==> config.mk <==
export PLATFORM = sky130hd
export DESIGN_NAME = mfb_splitter
export DESIGN_NICKNAME = d
export VERILOG_FILES = /design/src/hdl/mfb_split_pkg.sv /design/src/hdl/mfb_splitter.sv /design/src/hdl/mfb_output_demux.sv /design/src/hdl/mfb_frame_router.sv
export SDC_FILE = /design/constraint.sdc
export NUM_CORES = 1
export LEC_CHECK = 0
export BUFFER_PORTS_ARGS = -buffer_cell sky130_fd_sc_hd__buf_2
export CAP_MARGIN = 20
export CELL_PAD_IN_SITES_DETAIL_PLACEMENT = 1
export CELL_PAD_IN_SITES_GLOBAL_PLACEMENT = 1
export CORE_AREA = 2 2 309 311
export DETAILED_ROUTE_END_ITERATION = 6
export DIE_AREA = 0 0 311 313
export HOLD_SLACK_MARGIN = 0.02
export PLACE_DENSITY = 0.46
export SLEW_MARGIN = 20
export SYNTH_ARGS = -nofsm -noshare
export SYNTH_HDL_FRONTEND = slang
export SYNTH_SLANG_ARGS = --single-unit
export TNS_END_PERCENT = 30
==> constraint.sdc <==
create_clock -name clk -period 11.4 [get_ports clk]
set_input_delay 1.14 -clock clk [delete_from_list [all_inputs] [get_ports clk]]
set_output_delay 1.14 -clock clk [all_outputs]
set_load 0.01 [all_outputs]
==> src/hdl/mfb_split_pkg.sv <==
////////////////////////////////////////
// Default MFB geometry for the splitter.
// Items are always 8 bits wide.
////////////////////////////////////////

`default_nettype none

package mfb_split_pkg;

    localparam int DEF_SPLITTER_OUTPUTS = 4;
    localparam int DEF_REGIONS          = 2;
    localparam int DEF_REGION_SIZE      = 2; // blocks per region.
    localparam int DEF_BLOCK_SIZE       = 4; // items per block.
    localparam int DEF_META_WIDTH       = 8; // user bits per region.

    localparam int ITEM_WIDTH = 8;

    // the router is either between frames or inside one that carries on
    // into the next word.
    typedef enum logic {
        IDLE,
        IN_FRAME
    } frame_state_t;

endpackage

`default_nettype wire
==> src/hdl/mfb_splitter.sv <==
////////////////////////////////////////
// MFB frame splitter, latency of one clock.
// rx_meta per region holds user bits low and
// the select field above them.
////////////////////////////////////////

`timescale 1ns/1ps
`default_nettype none

module mfb_splitter
    import mfb_split_pkg::*;
#(
    parameter int SPLITTER_OUTPUTS = DEF_SPLITTER_OUTPUTS,
    parameter int REGIONS          = DEF_REGIONS,
    parameter int REGION_SIZE      = DEF_REGION_SIZE,
    parameter int BLOCK_SIZE       = DEF_BLOCK_SIZE,
    parameter int META_WIDTH       = DEF_META_WIDTH,
    localparam int SEL_WIDTH       = $clog2(SPLITTER_OUTPUTS),
    localparam int DATA_W          = REGIONS*REGION_SIZE*BLOCK_SIZE*ITEM_WIDTH,
    localparam int META_W          = REGIONS*META_WIDTH,
    localparam int RX_META_W       = REGIONS*(META_WIDTH + SEL_WIDTH),
    localparam int SOF_POS_W       = REGIONS*$clog2(REGION_SIZE),
    localparam int EOF_POS_W       = REGIONS*$clog2(REGION_SIZE*BLOCK_SIZE)
) (
    input  logic                 clk,
    input  logic                 rst_n,

    input  logic [DATA_W-1:0]    rx_data,
    input  logic [RX_META_W-1:0] rx_meta,
    input  logic [REGIONS-1:0]   rx_sof,
    input  logic [REGIONS-1:0]   rx_eof,
    input  logic [SOF_POS_W-1:0] rx_sof_pos,
    input  logic [EOF_POS_W-1:0] rx_eof_pos,
    input  logic                 rx_src_rdy,
    output logic                 rx_dst_rdy,

    output logic [DATA_W-1:0]    tx_data    [SPLITTER_OUTPUTS-1:0],
    output logic [META_W-1:0]    tx_meta    [SPLITTER_OUTPUTS-1:0],
    output logic [REGIONS-1:0]   tx_sof     [SPLITTER_OUTPUTS-1:0],
    output logic [REGIONS-1:0]   tx_eof     [SPLITTER_OUTPUTS-1:0],
    output logic [SOF_POS_W-1:0] tx_sof_pos [SPLITTER_OUTPUTS-1:0],
    output logic [EOF_POS_W-1:0] tx_eof_pos [SPLITTER_OUTPUTS-1:0],
    output logic                 tx_src_rdy [SPLITTER_OUTPUTS-1:0],
    input  logic                 tx_dst_rdy [SPLITTER_OUTPUTS-1:0]
);

    localparam int SLOT_W = META_WIDTH + SEL_WIDTH; // metadata bits per region.

    logic [META_W-1:0]            rx_meta_user;
    logic [REGIONS*SEL_WIDTH-1:0] rx_sel;
    logic [REGIONS-1:0]           region_hit     [SPLITTER_OUTPUTS-1:0];
    logic [REGIONS-1:0]           region_sof_hit [SPLITTER_OUTPUTS-1:0];
    logic [REGIONS-1:0]           region_eof_hit [SPLITTER_OUTPUTS-1:0];
    logic                         accept;

    for (genvar r = 0; r < REGIONS; r++) begin : g_meta
        assign rx_meta_user[r*META_WIDTH +: META_WIDTH] = rx_meta[r*SLOT_W +: META_WIDTH];
        assign rx_sel[r*SEL_WIDTH +: SEL_WIDTH] = rx_meta[r*SLOT_W + META_WIDTH +: SEL_WIDTH];
    end

    mfb_frame_router #(
        .SPLITTER_OUTPUTS (SPLITTER_OUTPUTS),
        .REGIONS          (REGIONS),
        .REGION_SIZE      (REGION_SIZE),
        .BLOCK_SIZE       (BLOCK_SIZE)
    ) u_router (
        .clk              (clk),
        .rst_n            (rst_n),
        .rx_sof           (rx_sof),
        .rx_eof           (rx_eof),
        .rx_sof_pos       (rx_sof_pos),
        .rx_eof_pos       (rx_eof_pos),
        .rx_sel           (rx_sel),
        .rx_src_rdy       (rx_src_rdy),
        .accept           (accept),
        .region_hit       (region_hit),
        .region_sof_hit   (region_sof_hit),
        .region_eof_hit   (region_eof_hit),
        .next_state       ()
    );

    mfb_output_demux #(
        .SPLITTER_OUTPUTS (SPLITTER_OUTPUTS),
        .REGIONS          (REGIONS),
        .REGION_SIZE      (REGION_SIZE),
        .BLOCK_SIZE       (BLOCK_SIZE),
        .META_WIDTH       (META_WIDTH)
    ) u_demux (
        .clk              (clk),
        .rst_n            (rst_n),
        .rx_data          (rx_data),
        .rx_meta_user     (rx_meta_user),
        .rx_sof_pos       (rx_sof_pos),
        .rx_eof_pos       (rx_eof_pos),
        .rx_src_rdy       (rx_src_rdy),
        .rx_dst_rdy       (rx_dst_rdy),
        .accept           (accept),
        .region_hit       (region_hit),
        .region_sof_hit   (region_sof_hit),
        .region_eof_hit   (region_eof_hit),
        .tx_data          (tx_data),
        .tx_meta          (tx_meta),
        .tx_sof           (tx_sof),
        .tx_eof           (tx_eof),
        .tx_sof_pos       (tx_sof_pos),
        .tx_eof_pos       (tx_eof_pos),
        .tx_src_rdy       (tx_src_rdy),
        .tx_dst_rdy       (tx_dst_rdy)
    );

endmodule

`default_nettype wire

==> src/hdl/mfb_output_demux.sv <==
////////////////////////////////////////
// One register stage per output.
// A word needing several outputs waits until all of them can take it.
// Words with no frame content are accepted and dropped.
////////////////////////////////////////

`timescale 1ns/1ps
`default_nettype none

module mfb_output_demux
    import mfb_split_pkg::*;
#(
    parameter int SPLITTER_OUTPUTS = DEF_SPLITTER_OUTPUTS,
    parameter int REGIONS          = DEF_REGIONS,
    parameter int REGION_SIZE      = DEF_REGION_SIZE,
    parameter int BLOCK_SIZE       = DEF_BLOCK_SIZE,
    parameter int META_WIDTH       = DEF_META_WIDTH,
    localparam int DATA_W          = REGIONS*REGION_SIZE*BLOCK_SIZE*ITEM_WIDTH,
    localparam int META_W          = REGIONS*META_WIDTH,
    localparam int SOF_POS_W       = REGIONS*$clog2(REGION_SIZE),
    localparam int EOF_POS_W       = REGIONS*$clog2(REGION_SIZE*BLOCK_SIZE)
) (
    input  logic                 clk,
    input  logic                 rst_n,

    input  logic [DATA_W-1:0]    rx_data,
    input  logic [META_W-1:0]    rx_meta_user,
    input  logic [SOF_POS_W-1:0] rx_sof_pos,
    input  logic [EOF_POS_W-1:0] rx_eof_pos,
    input  logic                 rx_src_rdy,
    output logic                 rx_dst_rdy,
    output logic                 accept,

    input  logic [REGIONS-1:0]   region_hit     [SPLITTER_OUTPUTS-1:0],
    input  logic [REGIONS-1:0]   region_sof_hit [SPLITTER_OUTPUTS-1:0],
    input  logic [REGIONS-1:0]   region_eof_hit [SPLITTER_OUTPUTS-1:0],

    output logic [DATA_W-1:0]    tx_data    [SPLITTER_OUTPUTS-1:0],
    output logic [META_W-1:0]    tx_meta    [SPLITTER_OUTPUTS-1:0],
    output logic [REGIONS-1:0]   tx_sof     [SPLITTER_OUTPUTS-1:0],
    output logic [REGIONS-1:0]   tx_eof     [SPLITTER_OUTPUTS-1:0],
    output logic [SOF_POS_W-1:0] tx_sof_pos [SPLITTER_OUTPUTS-1:0],
    output logic [EOF_POS_W-1:0] tx_eof_pos [SPLITTER_OUTPUTS-1:0],
    output logic                 tx_src_rdy [SPLITTER_OUTPUTS-1:0],
    input  logic                 tx_dst_rdy [SPLITTER_OUTPUTS-1:0]
);

    logic [SPLITTER_OUTPUTS-1:0] target;     // outputs the current word needs.
    logic [SPLITTER_OUTPUTS-1:0] stage_free; // stage is empty or draining now.

    always_comb begin
        for (int o = 0; o < SPLITTER_OUTPUTS; o++) begin
            target[o]     = |region_hit[o];
            stage_free[o] = !tx_src_rdy[o] || tx_dst_rdy[o];
        end
    end

    // outputs the word does not touch never hold it back.
    assign rx_dst_rdy = &(stage_free | ~target);
    assign accept     = rx_src_rdy && rx_dst_rdy;

    for (genvar o = 0; o < SPLITTER_OUTPUTS; o++) begin : g_stage
        logic load;

        assign load = accept && target[o];

        always_ff @(posedge clk) begin
            if (!rst_n) begin
                tx_src_rdy[o] <= 1'b0;
            end else if (load) begin
                tx_src_rdy[o] <= 1'b1;
            end else if (tx_dst_rdy[o]) begin
                tx_src_rdy[o] <= 1'b0; // word left and nothing replaces it.
            end
        end

        // a shared region reaches both outputs, each keeping only its own flags.
        always_ff @(posedge clk) begin
            if (load) begin
                tx_data[o]    <= rx_data;
                tx_meta[o]    <= rx_meta_user;
                tx_sof[o]     <= region_sof_hit[o];
                tx_eof[o]     <= region_eof_hit[o];
                tx_sof_pos[o] <= rx_sof_pos;
                tx_eof_pos[o] <= rx_eof_pos;
            end
        end
    end

endmodule

`default_nettype wire

==> src/hdl/mfb_frame_router.sv <==
////////////////////////////////////////
// Per-region output assignment for MFB frames.
// At most one frame may start in a region.
// Hit masks are zero while rx_src_rdy is low.
////////////////////////////////////////

`timescale 1ns/1ps
`default_nettype none

module mfb_frame_router
    import mfb_split_pkg::*;
#(
    parameter int SPLITTER_OUTPUTS = DEF_SPLITTER_OUTPUTS,
    parameter int REGIONS          = DEF_REGIONS,
    parameter int REGION_SIZE      = DEF_REGION_SIZE,
    parameter int BLOCK_SIZE       = DEF_BLOCK_SIZE,
    localparam int SEL_WIDTH       = $clog2(SPLITTER_OUTPUTS),
    localparam int SOF_POS_W       = $clog2(REGION_SIZE),
    localparam int EOF_POS_W       = $clog2(REGION_SIZE*BLOCK_SIZE)
) (
    input  logic                         clk,
    input  logic                         rst_n,
    input  logic [REGIONS-1:0]           rx_sof,
    input  logic [REGIONS-1:0]           rx_eof,
    input  logic [REGIONS*SOF_POS_W-1:0] rx_sof_pos,
    input  logic [REGIONS*EOF_POS_W-1:0] rx_eof_pos,
    input  logic [REGIONS*SEL_WIDTH-1:0] rx_sel,
    input  logic                         rx_src_rdy,
    input  logic                         accept,
    output logic [REGIONS-1:0]           region_hit     [SPLITTER_OUTPUTS-1:0],
    output logic [REGIONS-1:0]           region_sof_hit [SPLITTER_OUTPUTS-1:0],
    output logic [REGIONS-1:0]           region_eof_hit [SPLITTER_OUTPUTS-1:0],
    output frame_state_t                 next_state
);

    frame_state_t         state;
    logic [SEL_WIDTH-1:0] cur_sel;  // output of the frame still open.
    logic [SEL_WIDTH-1:0] next_sel;

    always_comb begin
        logic                 in_frame;
        logic [SEL_WIDTH-1:0] sel;
        logic [SEL_WIDTH-1:0] new_sel;
        logic [EOF_POS_W-1:0] sof_item;
        logic [EOF_POS_W-1:0] eof_item;
        logic                 eof_old;

        for (int o = 0; o < SPLITTER_OUTPUTS; o++) begin
            region_hit[o]     = '0;
            region_sof_hit[o] = '0;
            region_eof_hit[o] = '0;
        end
        in_frame = (state == IN_FRAME);
        sel      = cur_sel;
        new_sel  = '0;
        sof_item = '0;
        eof_item = '0;
        eof_old  = 1'b0;

        if (rx_src_rdy) begin
            // regions are walked from low to high, the order of items on the bus.
            for (int r = 0; r < REGIONS; r++) begin
                new_sel  = rx_sel[r*SEL_WIDTH +: SEL_WIDTH];
                sof_item = EOF_POS_W'(rx_sof_pos[r*SOF_POS_W +: SOF_POS_W] * BLOCK_SIZE);
                eof_item = rx_eof_pos[r*EOF_POS_W +: EOF_POS_W];
                // an EOF placed before the SOF closes the frame already open.
                eof_old  = rx_eof[r] && (!rx_sof[r] || (eof_item < sof_item));

                if (in_frame) begin
                    region_hit[sel][r] = 1'b1;
                    if (eof_old) begin
                        region_eof_hit[sel][r] = 1'b1;
                        in_frame               = 1'b0;
                    end
                end

                if (rx_sof[r]) begin
                    sel                    = new_sel; // select is only sampled at SOF.
                    region_hit[sel][r]     = 1'b1;
                    region_sof_hit[sel][r] = 1'b1;
                    in_frame               = 1'b1;
                    if (rx_eof[r] && !eof_old) begin
                        // the new frame fits inside this region.
                        region_eof_hit[sel][r] = 1'b1;
                        in_frame               = 1'b0;
                    end
                end
            end
        end

        next_state = in_frame ? IN_FRAME : IDLE;
        next_sel   = sel;
    end

    always_ff @(posedge clk) begin
        if (!rst_n) begin
            state   <= IDLE;
            cur_sel <= '0;
        end else if (accept) begin
            state   <= next_state;
            cur_sel <= next_sel;
        end
    end

endmodule

`default_nettype wire

### Word level (Yosys, flattened, before mapping)

Index checks and enable logic that the tools add are counted.

* equality and inequality tests: 0
* div/mod/pow operators: 0
* $add $sub $neg: 0
* mux-type cells: 52
* order comparisons: 10
* bitwise logic cells: 9
* multiply operators: 0
* shifts and indexed selects: 0
* reduce and logical (&&, ||, !) cells: 37

Operators by type and width (number)
* 2-to-1 mux 8 bit: 22
* OR 8 bit: 7
* 2-to-1 mux 1 bit: 21
* demux 2 bit (select 2 bit): 4
* logical AND 1 bit: 13
* less-than comparator 2 x 3 -> 1 bit, second input constant: 4
* 2-to-1 mux 2 bit: 5
* greater-or-equal comparator 2 x 1 -> 1 bit, second input constant: 4
* zero test 1 bit: 8
* nonzero test 2 bit: 4
* OR reduction 2 bit: 4
* logical OR 1 bit: 6
* less-than comparator 3 bit: 2
* NOT 4 bit: 1
* OR 4 bit: 1
* AND reduction 4 bit: 1
* AND reduction 2 bit: 1

* input bits: 167
* logic and storage cells: 138
* register bits after elaboration: 631
* memories: 0
* bits in writable memories: 0
* memory bits (read-only): 0
* bits in latches: 0

### Depth between registers and ports, before layout

* word-level depth: 22
* gate-level depth with buffers: 6

### Modules after synthesis

A second synthesis with hierarchy kept.

* cell total of the unflattened synthesis: 753
* area, all modules: 19677.6 sq um

Modules (own cells, without submodules)
* mfb_output_demux: times used 1, cells each 656, area an instance 19012.0 sq um
* mfb_frame_router: times used 1, cells each 97, area an instance 665.6 sq um

### Worst setup path before layout

OpenSTA, ideal clock, no wires.

* path type: input-to-reg
* start point: input port rx_sof[0]
* end point: register u_demux.tx_data[0] (netlist bit), enable pin
* arrival: 8.810 ns
* path buffers: 1
* stages on the path: 6
* required time: 10.725 ns
* slack: 1.915 ns
* path through: buf_2 -> nor3b_1 -> o311a_1 -> a2111oi_4 -> nand2_2 -> nor2_1

* cells in the longest elaborated chain, start to end: 19
* elaborated cells between the ends (all ways): 34
* those cells by class: order compare (2); mux (15); bitwise (4); reduce/logical (13)

Ends and longest elaborated chain
* start: declaration: RTL line mfb_splitter.sv:30 `input logic [REGIONS-1:0] rx_sof,`
* parallel branches: the longest is 8 deep, another holds less-than comparator 2 x 3 -> 1 bit
* 2-to-1 mux 8 bit *: RTL line mfb_frame_router.sv:69 `if (in_frame) begin`
* 2-to-1 mux 8 bit *: RTL line mfb_frame_router.sv:60 `if (rx_src_rdy) begin`
* OR 8 bit (no source line)
* 2-to-1 mux 8 bit *: RTL line mfb_frame_router.sv:77 `if (rx_sof[r]) begin`
* 2-to-1 mux 8 bit *: RTL line mfb_frame_router.sv:60
* OR reduction 2 bit: RTL line mfb_output_demux.sv:53 `target[o] = |region_hit[o];`
* NOT 4 bit *: RTL line mfb_output_demux.sv:59 `assign rx_dst_rdy = &(stage_free | ~target);`
* OR 4 bit *: RTL line mfb_output_demux.sv:59
* AND reduction 4 bit *: RTL line mfb_output_demux.sv:59
* net rx_dst_rdy: RTL line mfb_splitter.sv:35 `output logic rx_dst_rdy,`
* logical AND 1 bit *: RTL line mfb_output_demux.sv:60 `assign accept = rx_src_rdy && rx_dst_rdy;`
* logical AND 1 bit *: RTL line mfb_output_demux.sv:65 `assign load = accept && target[o];`
* net u_demux.g_stage[0].load: RTL line mfb_output_demux.sv:63 `logic load;`
* end signal: indexed assignment: RTL line mfb_output_demux.sv:80 `tx_data[o] <= rx_data;`
* end: declaration: RTL line mfb_output_demux.sv:38 `output logic [DATA_W-1:0] tx_data [SPLITTER_OUTPUTS-1:0],`

Mark *: on every way through the listed nets, which the timed path passes. The select of a mux whose other input is x is not followed.
A chain may end at the register's enable or synchronous reset.

### Worst setup path after layout

* start point: input port rx_sof[0]
* end point: register u_demux.tx_data[116] (netlist bit), enable pin

* cells in the longest elaborated chain, start to end: 19
* elaborated cells between the ends (all ways): 34
* those cells by class: order compare (2); mux (15); bitwise (4); reduce/logical (13)

Ends and longest elaborated chain (RTL line)
* parallel branches: the longest is 8 deep, another holds less-than comparator 2 x 3 -> 1 bit
* 2-to-1 mux 8 bit *: mfb_frame_router.sv:69
* 2-to-1 mux 8 bit *: mfb_frame_router.sv:60
* OR 8 bit (no source line)
* 2-to-1 mux 8 bit *: mfb_frame_router.sv:77
* 2-to-1 mux 8 bit *: mfb_frame_router.sv:60
* OR reduction 2 bit: mfb_output_demux.sv:53
* NOT 4 bit: mfb_output_demux.sv:59
* OR 4 bit: mfb_output_demux.sv:59
* AND reduction 4 bit: mfb_output_demux.sv:59
* logical AND 1 bit: mfb_output_demux.sv:60
* logical AND 1 bit *: mfb_output_demux.sv:65
* net u_demux.g_stage[0].load: mfb_output_demux.sv:63

Marks and branches as above.

==> metrics.md <==
| Metric | Value |
|---|---|
| Most common cell after layout, fill and taps aside | buf_2 |
| Clk buf depth | 3 |
| Sequential area share after synthesis | 96.8% |
| Post-Syn Area per Cell | 26.8 sq um |
| Min Hold Slack | 0.546 ns |
| Root Buffer | clkbuf_16 |
| Startpoint Class | primary input |
| Largest driver fanout on the critical path | 39 |
| Design Area, Final | 27500 sq um |
| Clk sinks | 631 |
| Post-layout min period | 4.26 ns |
| Initial antenna violation count | 8 |
| DR pass1 iterations | 6 |
| Peak supply drop | 0.105 mV |
| Filler cell count | 10000 |
| Synth area leader | edfxtp_1 |
| Drt drc | 0 |
| Storage element area | 18900 sq um |
| Crit path max-delay family | buffers and inverters |
| Slew Limit Fails | 0 |
| Die H | 313 um |
| RSZ-0062 raised after global routing | false |
| Critical setup path kind | primary input to flop |
| Vias per cell | 3.68 |
| Setup_tns | 0 ns |
| Crit path from | rx_sof[0] |
| Die W | 311 um |
| Synth warnings | 0 |
| Least-Margin Pin Slew | 1.04 ns |
| Worst slack, placed | 6.43 ns |
| Via Count | 10800 |
| Worst Path Buf+Inv | 3 |
| Vias in the first global route | 11500 |
| Period utilization | 37.4% |
| ANT nets after route | 0 |
| Global-route wire length before repair | 86900 um |
| Rel. slew slack | 30.5% |
| Final setup margin | 7.14 ns |
| Routed wire length per instance | 21.4 um |
| #FFs+latches synth | 631 |
| Post-cts sizing count | 0 |
| Clock Skew | 0.0136 ns |
| Boundary Pins | 796 |
| Leading cell types in the layout, fill and taps excluded | 795 x buf_2, 624 x edfxtp_1, 73 x clkbuf_16 |
| Total power | 5.24 mW |
| # hold bufs at CTS | 0 |
| DR iter-0 viols | 542 |
| Setup Fix Bufs, Post-CTS | 0 |
| Synth-to-layout area growth | 40.8% |
| Final setup fails | 0 |
| Status | finished clean |
| # H-tree levels | 3 |
| Final Net Count | 1770 |
| Reg clk slew, reported paths | 0.05 ns |
| HPWL Detailed | 45200 um |
| Number of max-cap violations | 0 |
| Peak Freq | 0.235 GHz |
| Area of the multi-input gates | 609 sq um |
| Gr ovfl total | 0 |
| Power per cell area | 191 nW/um^2 |
| Die ar. | 97300 sq um |
| Final GP Congestion | 0.792 |
| Post-Synthesis Cells | 728 |
| Syn Std Cell Area | 19500 sq um |
| Core area | 94200 sq um |
| Synth top area share | 96.1% |
| Most numerous cell on the critical path | buf_4 |
| Netlist cell types | 33 |
| IO buf count | 795 |
| Number of CTS-inserted buffers | 72 |
| Layout Utilization | 29.2% |
| Crit path arrival time | 4.49 ns |
| Leakage | 10.3 nW |
| Final hold violation count | 0 |
| Placed Cells | 2794 |
| Largest cells by area after synthesis | edfxtp_1 96%, dfxtp_1 0.72%, nand3b_1 0.23% |
| CP Cell Sequence | buf_2 -> nor3b_1 -> o311a_1 -> a2111oi_4 -> nand2_2 -> nor2_4 -> buf_4 -> buf_4 |
| Gr usage total | 12.4% |
| WL final | 62500 um |
| R2R Setup Slk | 7.42 ns |
| # rows | 113 |
| Slowest cell delay on critical path | 0.81 ns |
| FF-to-FF Start | u_router.cur_sel[0] |
| Starting Density | 20.7% |
| Share of cells above drive strength 1 | 55.2% |
| Largest net degree at the start of global routing | 62 |
| Worst path slowest cell | nor2_4 |
| Critical path capture point type | flop |
| DP Area | 25100 sq um |
| Min-Delay Path Class | flop to flop |
| CTS tree | yes |
| Worst-skew pair later-pin latency | 0.61 ns |
| Worst Hold Launch | u_router.cur_sel[1] |
| WP data required | 11.63 ns |
| Syn nets | 895 |
| Finished Layout Cells | 2925 |
-- layer usage --
layer  part of all wire (%)  up-vias  GRT usage, %  routed length (um)
li1                       -     4731             -                   -
met1                     34     5480          12.4               21500
met2                     54      453          22.4               33700
met3                    9.0      101          5.55                5630
met4                    2.6        6          4.42                1650
met5                  0.067        -             0                  42
-- power breakdown --
part | internal [mW] | total (mW) | switching (mW) | leakage (nW)
registers | 2.67 | 2.69 | 0.0241 | 5.79
logic | 0.0850 | 0.287 | 0.202 | 3.40
clock network | 1.34 | 2.26 | 0.921 | 1.11
total | 4.09 | 5.24 | 1.15 | 10.3
-- tightest hold or removal path: stages, from the launching register on --
cell and delay (ns):
dfxtp_1 0.36, nand2_1 0.08, mux2i_1 0.06
-- path summary, 6_finish.rpt --
| kind | to | depth (start not counted) |
|---|---|---|
| max | u_demux.tx_data[116] | 8 |
| min reg2reg | u_router.cur_sel[1] | 2 |
| max reg2reg | u_demux.tx_data[116] | 7 |
| min | u_router.cur_sel[1] | 2 |
-- area by class of cell --
type	instances	area share, %
clock buffers	89	6.87
diodes	4	0.0364
inverters	3	0.0410
repair buffers	806	14.8
well taps	1265	5.76
flip-flops and latches	631	68.7
clock inverters	38	1.54
multi-input cells	89	2.22
-- cell families after synthesis --
kind of cell	after synthesis	share of synthesized area, %
DFF	631	96.8
and+or+nand+nor	58	1.63
AOI/OAI and AO/OA	24	1.00
buffers and inverters	8	0.167
muxes	7	0.379
-- flip-flops by register name, summed over array words and instances (netlist names) --
register / count
u_router.cur_sel: 2
u_demux.tx_eof_pos: 24
u_demux.tx_sof_pos: 8
u_demux.tx_eof: 8
u_router.state: 1
u_demux.tx_sof: 8
u_demux.tx_data: 512
u_demux.tx_src_rdy: 4
u_demux.tx_meta: 64
-- cells in the mapped netlist (all sizes together) --
cell type / number
mux2: 3
nor2: 11
a211oi: 1
buf: 2
mux2i: 4
o21ai: 2
a22oi: 2
dfxtp: 7
nand2: 9
clkbuf: 3
nor3: 4
inv: 3
nor2b: 5
o32ai: 1
or3b: 1
nand3b: 6
o211ai: 3
nand2b: 6
o21a: 4
o221ai: 1
o311a: 1
and3: 4
a31oi: 2
o2bb2ai: 2
a21oi: 3
a2111oi: 1
and2: 1
nor3b: 3
a21bo: 1
nor4b: 1
nand3: 7
edfxtp: 624
Note: power is estimated with default switching activity, not from simulation.
